$ cat config.mk
export PLATFORM = sky130hd
export DESIGN_NAME = shuffle_stage
export DESIGN_NICKNAME = d
export VERILOG_FILES = /design/src/shuffle_pkg.sv /design/src/shuffle_perm.sv /design/src/shuffle_slice.sv /design/src/shuffle_tracker.sv /design/src/cluster_fork.sv /design/src/shuffle_stage.sv
export SDC_FILE = /design/constraint.sdc
export NUM_CORES = 2
export LEC_CHECK = 0
export BUFFER_PORTS_ARGS = -buffer_cell sky130_fd_sc_hd__buf_2
export CAP_MARGIN = 15
export CORE_MARGIN = 3
export CORE_UTILIZATION = 40
export CTS_BUF_LIST = sky130_fd_sc_hd__clkbuf_2
export DETAILED_ROUTE_END_ITERATION = 10
export PLACE_DENSITY_LB_ADDON = 0.15
export SYNTH_ARGS = -nofsm -noshare
export SYNTH_HDL_FRONTEND = slang
export SYNTH_HIERARCHICAL = 1
export SYNTH_SLANG_ARGS = --single-unit
$ cat constraint.sdc
create_clock -name clk_i -period 7.4 [get_ports clk_i]
set_input_delay 1.11 -clock clk_i [delete_from_list [all_inputs] [get_ports clk_i]]
set_output_delay 1.11 -clock clk_i [all_outputs]
set_load 0.005 [all_outputs]
$ cat src/shuffle_pkg.sv
// Shared sizes, element-width codes and the stage-enable rule of the read shuffler
// Imported by the RTL modules and by the testbench model
package shuffle_pkg;

  ////////////////////////////////////////////////////////////
  // Sizes
  ////////////////////////////////////////////////////////////

  // Lanes in one cluster
  localparam int unsigned NR_LANES     = 4;
  // Clusters served by the wide bus
  localparam int unsigned NR_CLUSTERS  = 4;
  // Data width seen by one cluster
  localparam int unsigned CLUSTER_DW   = 128;
  // Full memory bus width
  localparam int unsigned TOTAL_DW     = NR_CLUSTERS * CLUSTER_DW;
  // One stage per doubling of the block size, from NR_LANES bits up
  localparam int unsigned NUM_STAGES   = $clog2(CLUSTER_DW / NR_LANES);
  // Load requests that may be outstanding at once
  localparam int unsigned NUM_TRACKERS = 8;

  ////////////////////////////////////////////////////////////
  // Types
  ////////////////////////////////////////////////////////////

  typedef logic [$clog2(NUM_TRACKERS)-1:0] ptr_t;
  // One extra bit so a full queue can be told from an empty one
  typedef logic [$clog2(NUM_TRACKERS):0]   cnt_t;

  // Element width of a load
  typedef enum logic [1:0] {
    EW8  = 2'd0,
    EW16 = 2'd1,
    EW32 = 2'd2
  } vew_e;

  // Wide read beat, cluster c owns bits c*CLUSTER_DW upward
  typedef logic [TOTAL_DW-1:0] beat_t;

  ////////////////////////////////////////////////////////////
  // Stage enable
  ////////////////////////////////////////////////////////////

  // Stage s permutes blocks of NR_LANES << s bits
  // Narrow elements need the larger blocks regrouped, wide ones need none
  function automatic logic stage_en(int s, vew_e vew);
    return s >= 3 + int'(vew);
  endfunction

endpackage

$ cat src/shuffle_perm.sv
// Block permutation of one shuffle stage, purely combinational
// Instantiated once per pipeline slice with the stage index as STAGE
`timescale 1ns/1ps

module shuffle_perm #(
  parameter int unsigned STAGE = 0
) (
  input  logic               en_i,
  input  shuffle_pkg::beat_t data_i,
  output shuffle_pkg::beat_t data_o
);

  import shuffle_pkg::*;

  // Block width in bits grows with the stage index
  localparam int unsigned BLK_W    = NR_LANES << STAGE;
  // Two blocks per cluster form one interleave group
  localparam int unsigned GRP_BLKS = 2 * NR_CLUSTERS;
  // Groups across the whole beat
  localparam int unsigned NUM_GRP  = TOTAL_DW / (BLK_W * GRP_BLKS);

  beat_t shuffled;

  ////////////////////////////////////////////////////////////
  // Interleave
  ////////////////////////////////////////////////////////////

  // Output block 2i+j of a group takes input block j*NR_CLUSTERS+i
  // Pairs of blocks that belong to one cluster end up adjacent
  always_comb begin
    shuffled = '0;
    for (int g = 0; g < NUM_GRP; g++) begin
      for (int i = 0; i < NR_CLUSTERS; i++) begin
        for (int j = 0; j < 2; j++) begin
          shuffled[(g * GRP_BLKS + 2 * i + j) * BLK_W +: BLK_W] =
            data_i[(g * GRP_BLKS + j * NR_CLUSTERS + i) * BLK_W +: BLK_W];
        end
      end
    end
  end

  // Bypass when the element width does not need this stage
  assign data_o = en_i ? shuffled : data_i;

endmodule

$ cat src/shuffle_slice.sv
// One pipeline slice of the read shuffler
// Optional one-entry holding register followed by the block permutation of its stage
`timescale 1ns/1ps

module shuffle_slice #(
  parameter int unsigned STAGE   = 0,
  parameter bit          HAS_REG = 1'b1
) (
  input  logic               clk_i,
  input  logic               rst_ni,
  // Upstream link
  input  logic               valid_i,
  output logic               ready_o,
  input  shuffle_pkg::beat_t data_i,
  input  logic               last_i,
  // Permutation enable for the beat held by this slice
  input  logic               en_i,
  // Downstream link
  output logic               valid_o,
  input  logic               ready_i,
  output shuffle_pkg::beat_t data_o,
  output logic               last_o,
  // Last beat of a request leaves the slice
  output logic               last_hs_o
);

  import shuffle_pkg::*;

  // Beat currently presented by this slice, before permutation
  beat_t held_data;

  if (HAS_REG) begin : gen_reg

    logic  valid_q;
    logic  last_q;
    beat_t data_q;

    // Full throughput, a new beat may enter while the old one leaves
    assign ready_o = ~valid_q | ready_i;

    // Handshake state and the last flag
    always_ff @(posedge clk_i or negedge rst_ni) begin
      if (!rst_ni) begin
        valid_q <= 1'b0;
        last_q  <= 1'b0;
      end else if (ready_o) begin
        valid_q <= valid_i;
        if (valid_i) begin
          last_q <= last_i;
        end
      end
    end

    // Payload only moves on an accepted beat
    always_ff @(posedge clk_i) begin
      if (valid_i && ready_o) begin
        data_q <= data_i;
      end
    end

    assign valid_o   = valid_q;
    assign last_o    = last_q;
    assign held_data = data_q;

  end else begin : gen_pass

    // Combinational slice, link passes straight through
    assign ready_o   = ready_i;
    assign valid_o   = valid_i;
    assign last_o    = last_i;
    assign held_data = data_i;

  end

  // Permute under the width of the request owning the held beat
  shuffle_perm #(
    .STAGE (STAGE)
  ) i_perm (
    .en_i   (en_i),
    .data_i (held_data),
    .data_o (data_o)
  );

  // Advances this stage's issue pointer in the tracker
  assign last_hs_o = valid_o & ready_i & last_o;

endmodule

$ cat src/shuffle_tracker.sv
// Queue of accepted load requests with one issue pointer per shuffle stage
// Gives every stage the enable that matches the request whose beat it holds
`timescale 1ns/1ps

module shuffle_tracker (
  input  logic                                clk_i,
  input  logic                                rst_ni,
  // Request channel
  input  logic                                req_valid_i,
  output logic                                req_ready_o,
  input  shuffle_pkg::vew_e                   req_vew_i,
  // Last-beat handshake out of each slice
  input  logic [shuffle_pkg::NUM_STAGES-1:0]  last_hs_i,
  // Permutation enable per stage
  output logic [shuffle_pkg::NUM_STAGES-1:0]  en_o,
  // Some accepted request still has beats to enter stage 0
  output logic                                pending_o
);

  import shuffle_pkg::*;

  // Element width per entry
  vew_e vew_q [NUM_TRACKERS];

  ptr_t acc_ptr_q;
  ptr_t iss_ptr_q [NUM_STAGES];
  // Entries held until the last beat leaves the fork
  cnt_t cnt_q;
  // Entries stage 0 has not yet finished
  cnt_t pend_q;

  logic req_hs;
  logic retire;

  ////////////////////////////////////////////////////////////
  // Accept side
  ////////////////////////////////////////////////////////////

  // Full queue blocks new requests
  assign req_ready_o = (cnt_q != cnt_t'(NUM_TRACKERS));
  assign req_hs      = req_valid_i & req_ready_o;

  // Last stage closing a request frees its entry
  assign retire = last_hs_i[NUM_STAGES-1];

  // Width store, written in the cycle of acceptance
  always_ff @(posedge clk_i) begin
    if (req_hs) begin
      vew_q[acc_ptr_q] <= req_vew_i;
    end
  end

  ////////////////////////////////////////////////////////////
  // Pointers and counters
  ////////////////////////////////////////////////////////////

  always_ff @(posedge clk_i or negedge rst_ni) begin
    if (!rst_ni) begin
      acc_ptr_q <= '0;
      cnt_q     <= '0;
      pend_q    <= '0;
      for (int s = 0; s < NUM_STAGES; s++) begin
        iss_ptr_q[s] <= '0;
      end
    end else begin
      // Power-of-two depth, pointers wrap on their own
      if (req_hs) begin
        acc_ptr_q <= acc_ptr_q + ptr_t'(1);
      end
      cnt_q  <= cnt_q + cnt_t'(req_hs) - cnt_t'(retire);
      pend_q <= pend_q + cnt_t'(req_hs) - cnt_t'(last_hs_i[0]);
      // Each stage moves on once its last beat of a request has left
      for (int s = 0; s < NUM_STAGES; s++) begin
        if (last_hs_i[s]) begin
          iss_ptr_q[s] <= iss_ptr_q[s] + ptr_t'(1);
        end
      end
    end
  end

  ////////////////////////////////////////////////////////////
  // Stage enables
  ////////////////////////////////////////////////////////////

  always_comb begin
    for (int s = 0; s < NUM_STAGES; s++) begin
      en_o[s] = stage_en(s, vew_q[iss_ptr_q[s]]);
    end
  end

  // Stage 0 pointer is behind the accept pointer
  assign pending_o = (pend_q != '0);

endmodule

$ cat src/cluster_fork.sv
// Delivers each shuffled beat to every cluster, with one ready per cluster
// Completes the incoming link once all clusters have taken the beat
`timescale 1ns/1ps

module cluster_fork (
  input  logic                                                        clk_i,
  input  logic                                                        rst_ni,
  // Link from the last slice
  input  logic                                                        valid_i,
  output logic                                                        ready_o,
  input  shuffle_pkg::beat_t                                          data_i,
  input  logic                                                        last_i,
  // Cluster side
  output logic [shuffle_pkg::NR_CLUSTERS-1:0]                         cl_valid_o,
  input  logic [shuffle_pkg::NR_CLUSTERS-1:0]                         cl_ready_i,
  output logic [shuffle_pkg::NR_CLUSTERS-1:0][shuffle_pkg::CLUSTER_DW-1:0] cl_data_o,
  output logic                                                        cl_last_o
);

  import shuffle_pkg::*;

  // Clusters that took the current beat in an earlier cycle
  logic [NR_CLUSTERS-1:0] done_q;
  // Taken now or before
  logic [NR_CLUSTERS-1:0] taken;

  // Offer only to clusters still waiting
  assign cl_valid_o = {NR_CLUSTERS{valid_i}} & ~done_q;
  assign taken      = done_q | (cl_valid_o & cl_ready_i);

  // Last cluster's handshake ends the beat
  assign ready_o = &taken;

  always_ff @(posedge clk_i or negedge rst_ni) begin
    if (!rst_ni) begin
      done_q <= '0;
    end else if (valid_i) begin
      // Clear for the next beat, else remember partial delivery
      done_q <= ready_o ? '0 : taken;
    end
  end

  // Each cluster gets its own slice of the beat
  for (genvar c = 0; c < NR_CLUSTERS; c++) begin : gen_slice
    assign cl_data_o[c] = data_i[c * CLUSTER_DW +: CLUSTER_DW];
  end

  assign cl_last_o = last_i;

endmodule

$ cat src/shuffle_stage.sv
// Read-side memory response shuffler for a clustered vector processor
// Tracker, chain of shuffle slices and the cluster fork
`timescale 1ns/1ps

module shuffle_stage (
  input  logic                                                        clk_i,
  input  logic                                                        rst_ni,
  // Request channel
  input  logic                                                        req_valid_i,
  output logic                                                        req_ready_o,
  input  shuffle_pkg::vew_e                                           req_vew_i,
  // Wide data input
  input  logic                                                        data_valid_i,
  output logic                                                        data_ready_o,
  input  shuffle_pkg::beat_t                                          data_i,
  input  logic                                                        data_last_i,
  // Cluster outputs
  output logic [shuffle_pkg::NR_CLUSTERS-1:0]                         cl_valid_o,
  input  logic [shuffle_pkg::NR_CLUSTERS-1:0]                         cl_ready_i,
  output logic [shuffle_pkg::NR_CLUSTERS-1:0][shuffle_pkg::CLUSTER_DW-1:0] cl_data_o,
  output logic                                                        cl_last_o
);

  import shuffle_pkg::*;

  // Link s feeds slice s, link NUM_STAGES feeds the fork
  logic [NUM_STAGES:0]   link_valid;
  logic [NUM_STAGES:0]   link_ready;
  logic [NUM_STAGES:0]   link_last;
  beat_t                 link_data [NUM_STAGES+1];

  logic [NUM_STAGES-1:0] stage_en_w;
  logic [NUM_STAGES-1:0] last_hs;
  logic                  pending;

  ////////////////////////////////////////////////////////////
  // Request tracking
  ////////////////////////////////////////////////////////////

  shuffle_tracker i_tracker (
    .clk_i       (clk_i),
    .rst_ni      (rst_ni),
    .req_valid_i (req_valid_i),
    .req_ready_o (req_ready_o),
    .req_vew_i   (req_vew_i),
    .last_hs_i   (last_hs),
    .en_o        (stage_en_w),
    .pending_o   (pending)
  );

  // No beat may enter without a request that still expects it
  assign link_valid[0] = data_valid_i & pending;
  assign data_ready_o  = link_ready[0] & pending;
  assign link_data[0]  = data_i;
  assign link_last[0]  = data_last_i;

  ////////////////////////////////////////////////////////////
  // Shuffle pipeline
  ////////////////////////////////////////////////////////////

  // Slice 0 is combinational, the rest hold one register each
  for (genvar s = 0; s < NUM_STAGES; s++) begin : gen_slice
    shuffle_slice #(
      .STAGE   (s),
      .HAS_REG (s > 0)
    ) i_slice (
      .clk_i     (clk_i),
      .rst_ni    (rst_ni),
      .valid_i   (link_valid[s]),
      .ready_o   (link_ready[s]),
      .data_i    (link_data[s]),
      .last_i    (link_last[s]),
      .en_i      (stage_en_w[s]),
      .valid_o   (link_valid[s+1]),
      .ready_i   (link_ready[s+1]),
      .data_o    (link_data[s+1]),
      .last_o    (link_last[s+1]),
      .last_hs_o (last_hs[s])
    );
  end

  // Broadcast to the clusters
  cluster_fork i_fork (
    .clk_i      (clk_i),
    .rst_ni     (rst_ni),
    .valid_i    (link_valid[NUM_STAGES]),
    .ready_o    (link_ready[NUM_STAGES]),
    .data_i     (link_data[NUM_STAGES]),
    .last_i     (link_last[NUM_STAGES]),
    .cl_valid_o (cl_valid_o),
    .cl_ready_i (cl_ready_i),
    .cl_data_o  (cl_data_o),
    .cl_last_o  (cl_last_o)
  );

endmodule

Word level (Yosys, flattened, before mapping)
Memories as Yosys holds them, arrays and structs flattened.
Index checks and enable logic that the tools add are counted.
{"block": "totals", "n_memories": 1, "ramBits": 16, "input_bits": 523, "register_bits": 2086, "word_cells": 86, "output_inout_bits": 519}
{"block": "op_classes", "addsub": 15, "reduce_logical": 10, "muxes": 8, "n_lt_le_gt_ge": 5, "n_bitwise": 25, "eq_ne": 1}
{"name": "i_tracker.vew_q", "depth": 8, "word_bits": 2, "read_ports": 5, "rd_ports_with_merged_regs": 0, "write_ports": 1, "line": "shuffle_tracker.sv:23", "rtl": "vew_e vew_q [NUM_TRACKERS];"}
{"operator": "2-to-1 mux 508 bit", "n": 1}
{"operator": "2-to-1 mux 504 bit", "n": 1}
{"operator": "2-to-1 mux 496 bit", "n": 1}
{"operator": "2-to-1 mux 480 bit", "n": 1}
{"operator": "2-to-1 mux 448 bit", "n": 1}
{"operator": ">= comparator 3 x 32 -> 1 bit (first input constant)", "n": 2}
{"operator": ">= comparator 1 x 32 -> 1 bit (first input constant)", "n": 1}
{"operator": ">= comparator 2 x 32 -> 1 bit (first input constant)", "n": 1}
{"operator": ">= comparator 4 x 32 -> 1 bit (first input constant)", "n": 1}
{"operator": "adder 3 x 1 -> 3 bit (second input constant)", "n": 6}
{"operator": "adder 2 x 2 -> 3 bit (first input constant)", "n": 5}
{"operator": "AND 1 bit", "n": 13}
{"operator": "adder 4 x 1 -> 4 bit", "n": 2}
{"operator": "AND 4 bit", "n": 2}
{"operator": "AND reduction 2 bit", "n": 4}
{"operator": "subtractor 4 x 1 -> 4 bit", "n": 2}
{"operator": "logical AND 1 bit", "n": 4}
{"operator": "2-to-1 mux 4 bit", "n": 1}
{"operator": "inequality test 4 bit (second input constant)", "n": 1}
{"operator": "inverter 1 bit", "n": 4}
{"operator": "inverter 4 bit", "n": 1}
{"operator": "OR 1 bit", "n": 4}
{"operator": "OR 4 bit", "n": 1}
{"operator": "AND reduction 4 bit", "n": 1}
{"operator": "other kinds (2)", "n": 3}

Depth between registers and ports, before layout
{"block": "depth", "word_depth": 12, "ltp_mapped": 14, "mapped_depth_nobuf": 13}

Cells and area by module
The synthesis kept the hierarchy.
{"module": "shuffle_slice (gen_slice[1].i_slice ...)", "cells_each": 519, "area_per_inst_um2": 15477.3, "instances": 4}
{"module": "shuffle_perm (gen_slice[2].i_slice.i_perm ...)", "cells_each": 555, "area_per_inst_um2": 5788.1, "instances": 2}
{"module": "shuffle_perm (gen_slice[0].i_slice.i_perm)", "cells_each": 555, "area_per_inst_um2": 6013.3, "instances": 1}
{"module": "shuffle_perm (gen_slice[3].i_slice.i_perm)", "cells_each": 555, "area_per_inst_um2": 5825.6, "instances": 1}
{"module": "shuffle_perm (gen_slice[1].i_slice.i_perm)", "cells_each": 555, "area_per_inst_um2": 5753.0, "instances": 1}
{"module": "cluster_fork", "cells_each": 534, "area_per_inst_um2": 4076.4, "instances": 1}
{"module": "shuffle_tracker", "cells_each": 187, "area_per_inst_um2": 2506.2, "instances": 1}
{"module": "shuffle_slice (gen_slice[0].i_slice)", "cells_each": 4, "area_per_inst_um2": 28.8, "instances": 1}
{"module": "shuffle_stage", "cells_each": 2, "area_per_inst_um2": 12.5, "instances": 1}

Least setup slack after synthesis
OpenSTA, ideal clock, no wires.
{"block": "synth_timing", "kind": "input -> register", "start": "input cl_ready_i[2] in the netlist's numbering", "end": "register gen_slice[1].i_slice.gen_reg.last_q", "cell_stages": 8, "setup_slack_ps": 1346, "arrival_time_ps": 5973, "cell_sequence": "o22a_1 -> o211a_1 -> nand2b_4 -> nand2b_4 -> nand2b_4 -> nand2b_4 -> and2_4 -> mux2_4"}
{"block": "synth_via", "elab_chain_cells": 8}
{"element": "start, declared", "line": "shuffle_stage.sv:19", "rtl": "input logic [shuffle_pkg::NR_CLUSTERS-1:0] cl_ready_i,"}
{"element": "AND 4 bit", "line": "cluster_fork.sv:29", "rtl": "assign taken = done_q | (cl_valid_o & cl_ready_i);"}
{"element": "OR 4 bit", "line": "cluster_fork.sv:29"}
{"element": "AND reduction 4 bit", "line": "cluster_fork.sv:32", "rtl": "assign ready_o = &taken;"}
{"element": "named net link_ready[5]", "line": "shuffle_stage.sv:28", "rtl": "logic [NUM_STAGES:0] link_ready;"}
{"element": "OR 1 bit", "line": "shuffle_slice.sv:39", "rtl": "assign ready_o = ~valid_q | ready_i;"}
{"element": "named net link_ready[4]", "line": "shuffle_stage.sv:28"}
{"element": "OR 1 bit", "line": "shuffle_slice.sv:39"}
{"element": "named net link_ready[3]", "line": "shuffle_stage.sv:28"}
{"element": "OR 1 bit", "line": "shuffle_slice.sv:39"}
{"element": "named net link_ready[2]", "line": "shuffle_stage.sv:28"}
{"element": "OR 1 bit", "line": "shuffle_slice.sv:39"}
{"element": "named net link_ready[1]", "line": "shuffle_stage.sv:28"}
{"element": "AND reduction 2 bit (no line)"}
{"element": "end signal, assigned", "line": "shuffle_slice.sv:49", "rtl": "last_q <= last_i;"}
{"element": "end, declared", "line": "shuffle_slice.sv:35", "rtl": "logic last_q;"}
The timed path passes the listed nets, and every way through them passes these cells.
A chain may end at the register's enable or synchronous reset.

==> results.txt <==
layout cells sized above 1 - 52.8%
final worst slack - 1.47 ns
Final Critical Period - 5.93 ns
Final Hold Fails - 0
Slew HR - 27.8%
post-synthesis sequential area ratio - 64.4%
first-iteration detailed-routing DRC count - 3498
Synth cell types - 48
largest net degree at the start of global routing - 157
Top Family by Delay on Critical Path - multiplexers
Pleak - 0.0410 µW
multi-input combinational cell area - 23700 µm²
# clock sinks - 2102
Post-Syn Nets - 6125
Hold Path Depth - 0
WP depth - 6
CP peak stage delay - 0.53 ns
Worst-path clk slew - 0.10 ns
initial antenna violation count - 96
WL per Instance - 26.9 µm
Arr. time, crit path - 4.82 ns
Fmax - 169 MHz
# rows - 180
most frequent cells in the layout - edfxtp_1 (2064), mux2_2 (1737), buf_2 (1041), dlygate4sd3_1 (1037), clkbuf_2 (832)
worst hold path class - flop to flop
final core occ - 46.4%
Area growth, synth to finish - 14.9%
IO Port Bufs - 1041
Starting Density - 40.4%
cells along the critical path - mux4_2 -> mux2i_4 -> buf_4 -> buf_12 -> mux2_2 -> buf_2
Mapped Area - 97700 µm²
first drt pass iteration count - 5
# fillers - 21300
R2R Path End - gen_slice[1].i_slice/gen_reg.data_q[204]
Die ar. - 250000 µm²
# Post-CTS Setup Buffers - 0
Worst Skew - 0.193 ns
FF-to-FF Start - i_tracker/iss_ptr_q[12]
Skew-Pair Late Insertion Delay - 1.74 ns
Via Count - 51700
most common cell after layout, fill and taps aside - edfxtp_1
Placer Congestion - 0.867
RSZ-0062 raised after global routing - no
fin nets - 7473
flops & latches, synth - 2102
Place WS - 2.94 ns
Setup CP Type - flop to primary output
CP Data Required Time - 6.29 ns
fin crit share - 80.1%
DRT antenna net count - 0
reg2reg setup slack - 2.74 ns
H-tree levels - 6
R2R depth - 10
grt ovf - 0
final WL - 283000 µm
Die Wd - 500 µm
Met2 Wirelength - 142000 µm
final setup fails - 0
Die H - 500 µm
DR top layer - met5
CP max stage cell - buf_12
num ports - 1042
endpoint kind of the worst setup timing path - primary output
power density cells - 551 nW/µm²
Worst Setup Start Kind - flop
max_cap viols - 0
Worst Path Max Fanout - 156
core box area - 242000 µm²
CTS tree - yes
Worst VDD drop - 0.598 mV
gate count of the mapped netlist - 5578
number of CTS-inserted buffers - 588
drt via density - 4.90
DR WL met3 - 17600 µm
GRT Total Usage - 22.1%
setup_tns - 0 ns
Reg area - 62900 µm²
Hold Crit Start - gen_slice[3].i_slice/gen_reg.data_q[507]
Worst-Margin Slew - 1.08 ns
DRC - 0
Yosys warnings - 6
CP Buf/Inv Count - 3
Post-DP HPWL - 200000 µm
CTS Root Cell - clkbuf_2
status - complete, no violations
vias in the first global route - 54300
clk buf depth - 4
average size of a mapped cell - 17.5 µm²
hold worst-path end - gen_slice[4].i_slice/gen_reg.data_q[507]
wl on met1 - 114000 µm
first-pass GRT wire length - 391000 µm
max-slew violations - 0
[registers in the layout (all words and copies together), names as in the netlist]
register / flops
gen_slice.i_slice/gen_reg.data_q: 2048
gen_slice.i_slice/last_o: 4
gen_slice.i_slice/valid_o: 4
i_fork/done_q: 4
i_tracker/acc_ptr_q: 3
i_tracker/cnt_q: 4
i_tracker/iss_ptr_q: 15
i_tracker/pend_q: 4
i_tracker/vew_q: 16
[where the power goes]
part | internal, µW | switching, µW | leakage, µW | total, µW
combinational | 12800 | 13100 | 0.0171 | 25900
sequential | 23200 | 4310 | 0.0200 | 27500
clock | 3450 | 4870 | 0.00393 | 8320
[through the flow]
stage	cells	instance area [µm²]	hold WS (ns)	total power, µW
final	10500	112000	0.230	61800
after global routing	10500	112000	0.0108	65200
after CTS	10500	112000	0.000398	62700
after detailed placement	8483	96600	0.405	52800
after global placement	8483	96600	0.400	52600
after floorplan	5578	97700	0.466	48800
[per-layer routing]
layer | track usage, % | up-vias
met5 | 0 | -
met4 | 7.66 | 16
met3 | 4.60 | 542
met2 | 38.4 | 2094
met1 | 27.3 | 26100
li1 | - | 23000
[worst register-to-register path: stages (launching register included)]
cell and delay [ns]:
dfrtp_1 0.58, mux2_2 0.39, nor3b_2 0.31, or3_1 0.19, ha_1 0.16, nand2_1 0.08, o41ai_4 0.74, buf_4 0.49
buf_4 0.57, mux2_2 0.44, dlygate4sd3_1 0.56
[Yosys cell counts, drive strengths merged]
cell type	n	area, µm²
dfrtp	38	951
edfxtp	2064	62000
mux4	11	248
o211a	1	10.0
nand2	11	43.8
mux2i	5	62.6
a21oi	5	25.0
or3	2	12.5
o21ai	1	5.00
nor2	6	22.5
and3	6	42.5
a21boi	1	7.51
nor3	4	20.0
fa	2	40.0
nand2b	12	105
nand3b	1	7.51
a21o	3	30.0
or2b	4	30.0
xor2	6	52.6
mux2	1936	22200
ha	22	275
nand3	3	15.0
xnor2	10	87.6
inv	16	60.1
or3b	1	8.76
nor2b	6	37.5
clkbuf	1	5.00
and2	7	53.8
nor3b	2	25.0
a2111oi	2	30.0
o21a	1	7.51
buf	1376	11100
o22a	1	8.76
o22ai	2	25.0
o41ai	2	32.5
a31oi	3	18.8
o32ai	4	35.0
[area by class of cell]
class / instances / share of cell area [%]
sequential: 2102 / 56.1
multi-input combinational: 2083 / 21.1
timing repair buffer: 2135 / 14.6
clock buffer: 832 / 3.71
tap: 3185 / 3.55
clock inverter: 148 / 0.842
antenna: 46 / 0.103
inverter: 16 / 0.0535
[worst max-delay path by stage]
| stage | from | end | slack (ns) |
|---|---|---|---|
| after floorplan | cl_ready_i[2] | gen_slice[1].i_slice/last_o | 1.35 |
| after detailed placement | i_tracker/iss_ptr_q[6] | gen_slice[3].i_slice/gen_reg.data_q[103] | 2.94 |
| after CTS | i_tracker/vew_q[6][1] | cl_data_o[178] | 1.13 |
| after global routing | i_tracker/vew_q[6][1] | cl_data_o[178] | 1.00 |
| final | i_tracker/vew_q[6][1] | cl_data_o[178] | 1.47 |
| after global placement | i_tracker/iss_ptr_q[6] | gen_slice[3].i_slice/gen_reg.data_q[103] | 2.92 |
[cell families (layout without fill, tap and decap cells)]
| kind of cell | count (synthesis) | count (layout) | share of synthesized area [%] |
|---|---|---|---|
| buffers and inverters | 1393 | 3131 | 11.4 |
| and+or+nand+nor | 65 | 65 | 0.434 |
| xor gates and xnor gates | 16 | 16 | 0.143 |
| AOI/OAI and AO/OA | 26 | 26 | 0.241 |
| muxes | 1952 | 1952 | 23.1 |
| adders and majority gates | 24 | 24 | 0.323 |
| DFF | 2102 | 2102 | 64.4 |
| other | 0 | 46 | 0 |
[timing repair]
action                                  CTS  global route
hold buffers                           1038             0
gates resized for setup                   0             0
endpoints found under the hold margin   617             0
Note: power is estimated with default switching activity, not from simulation.
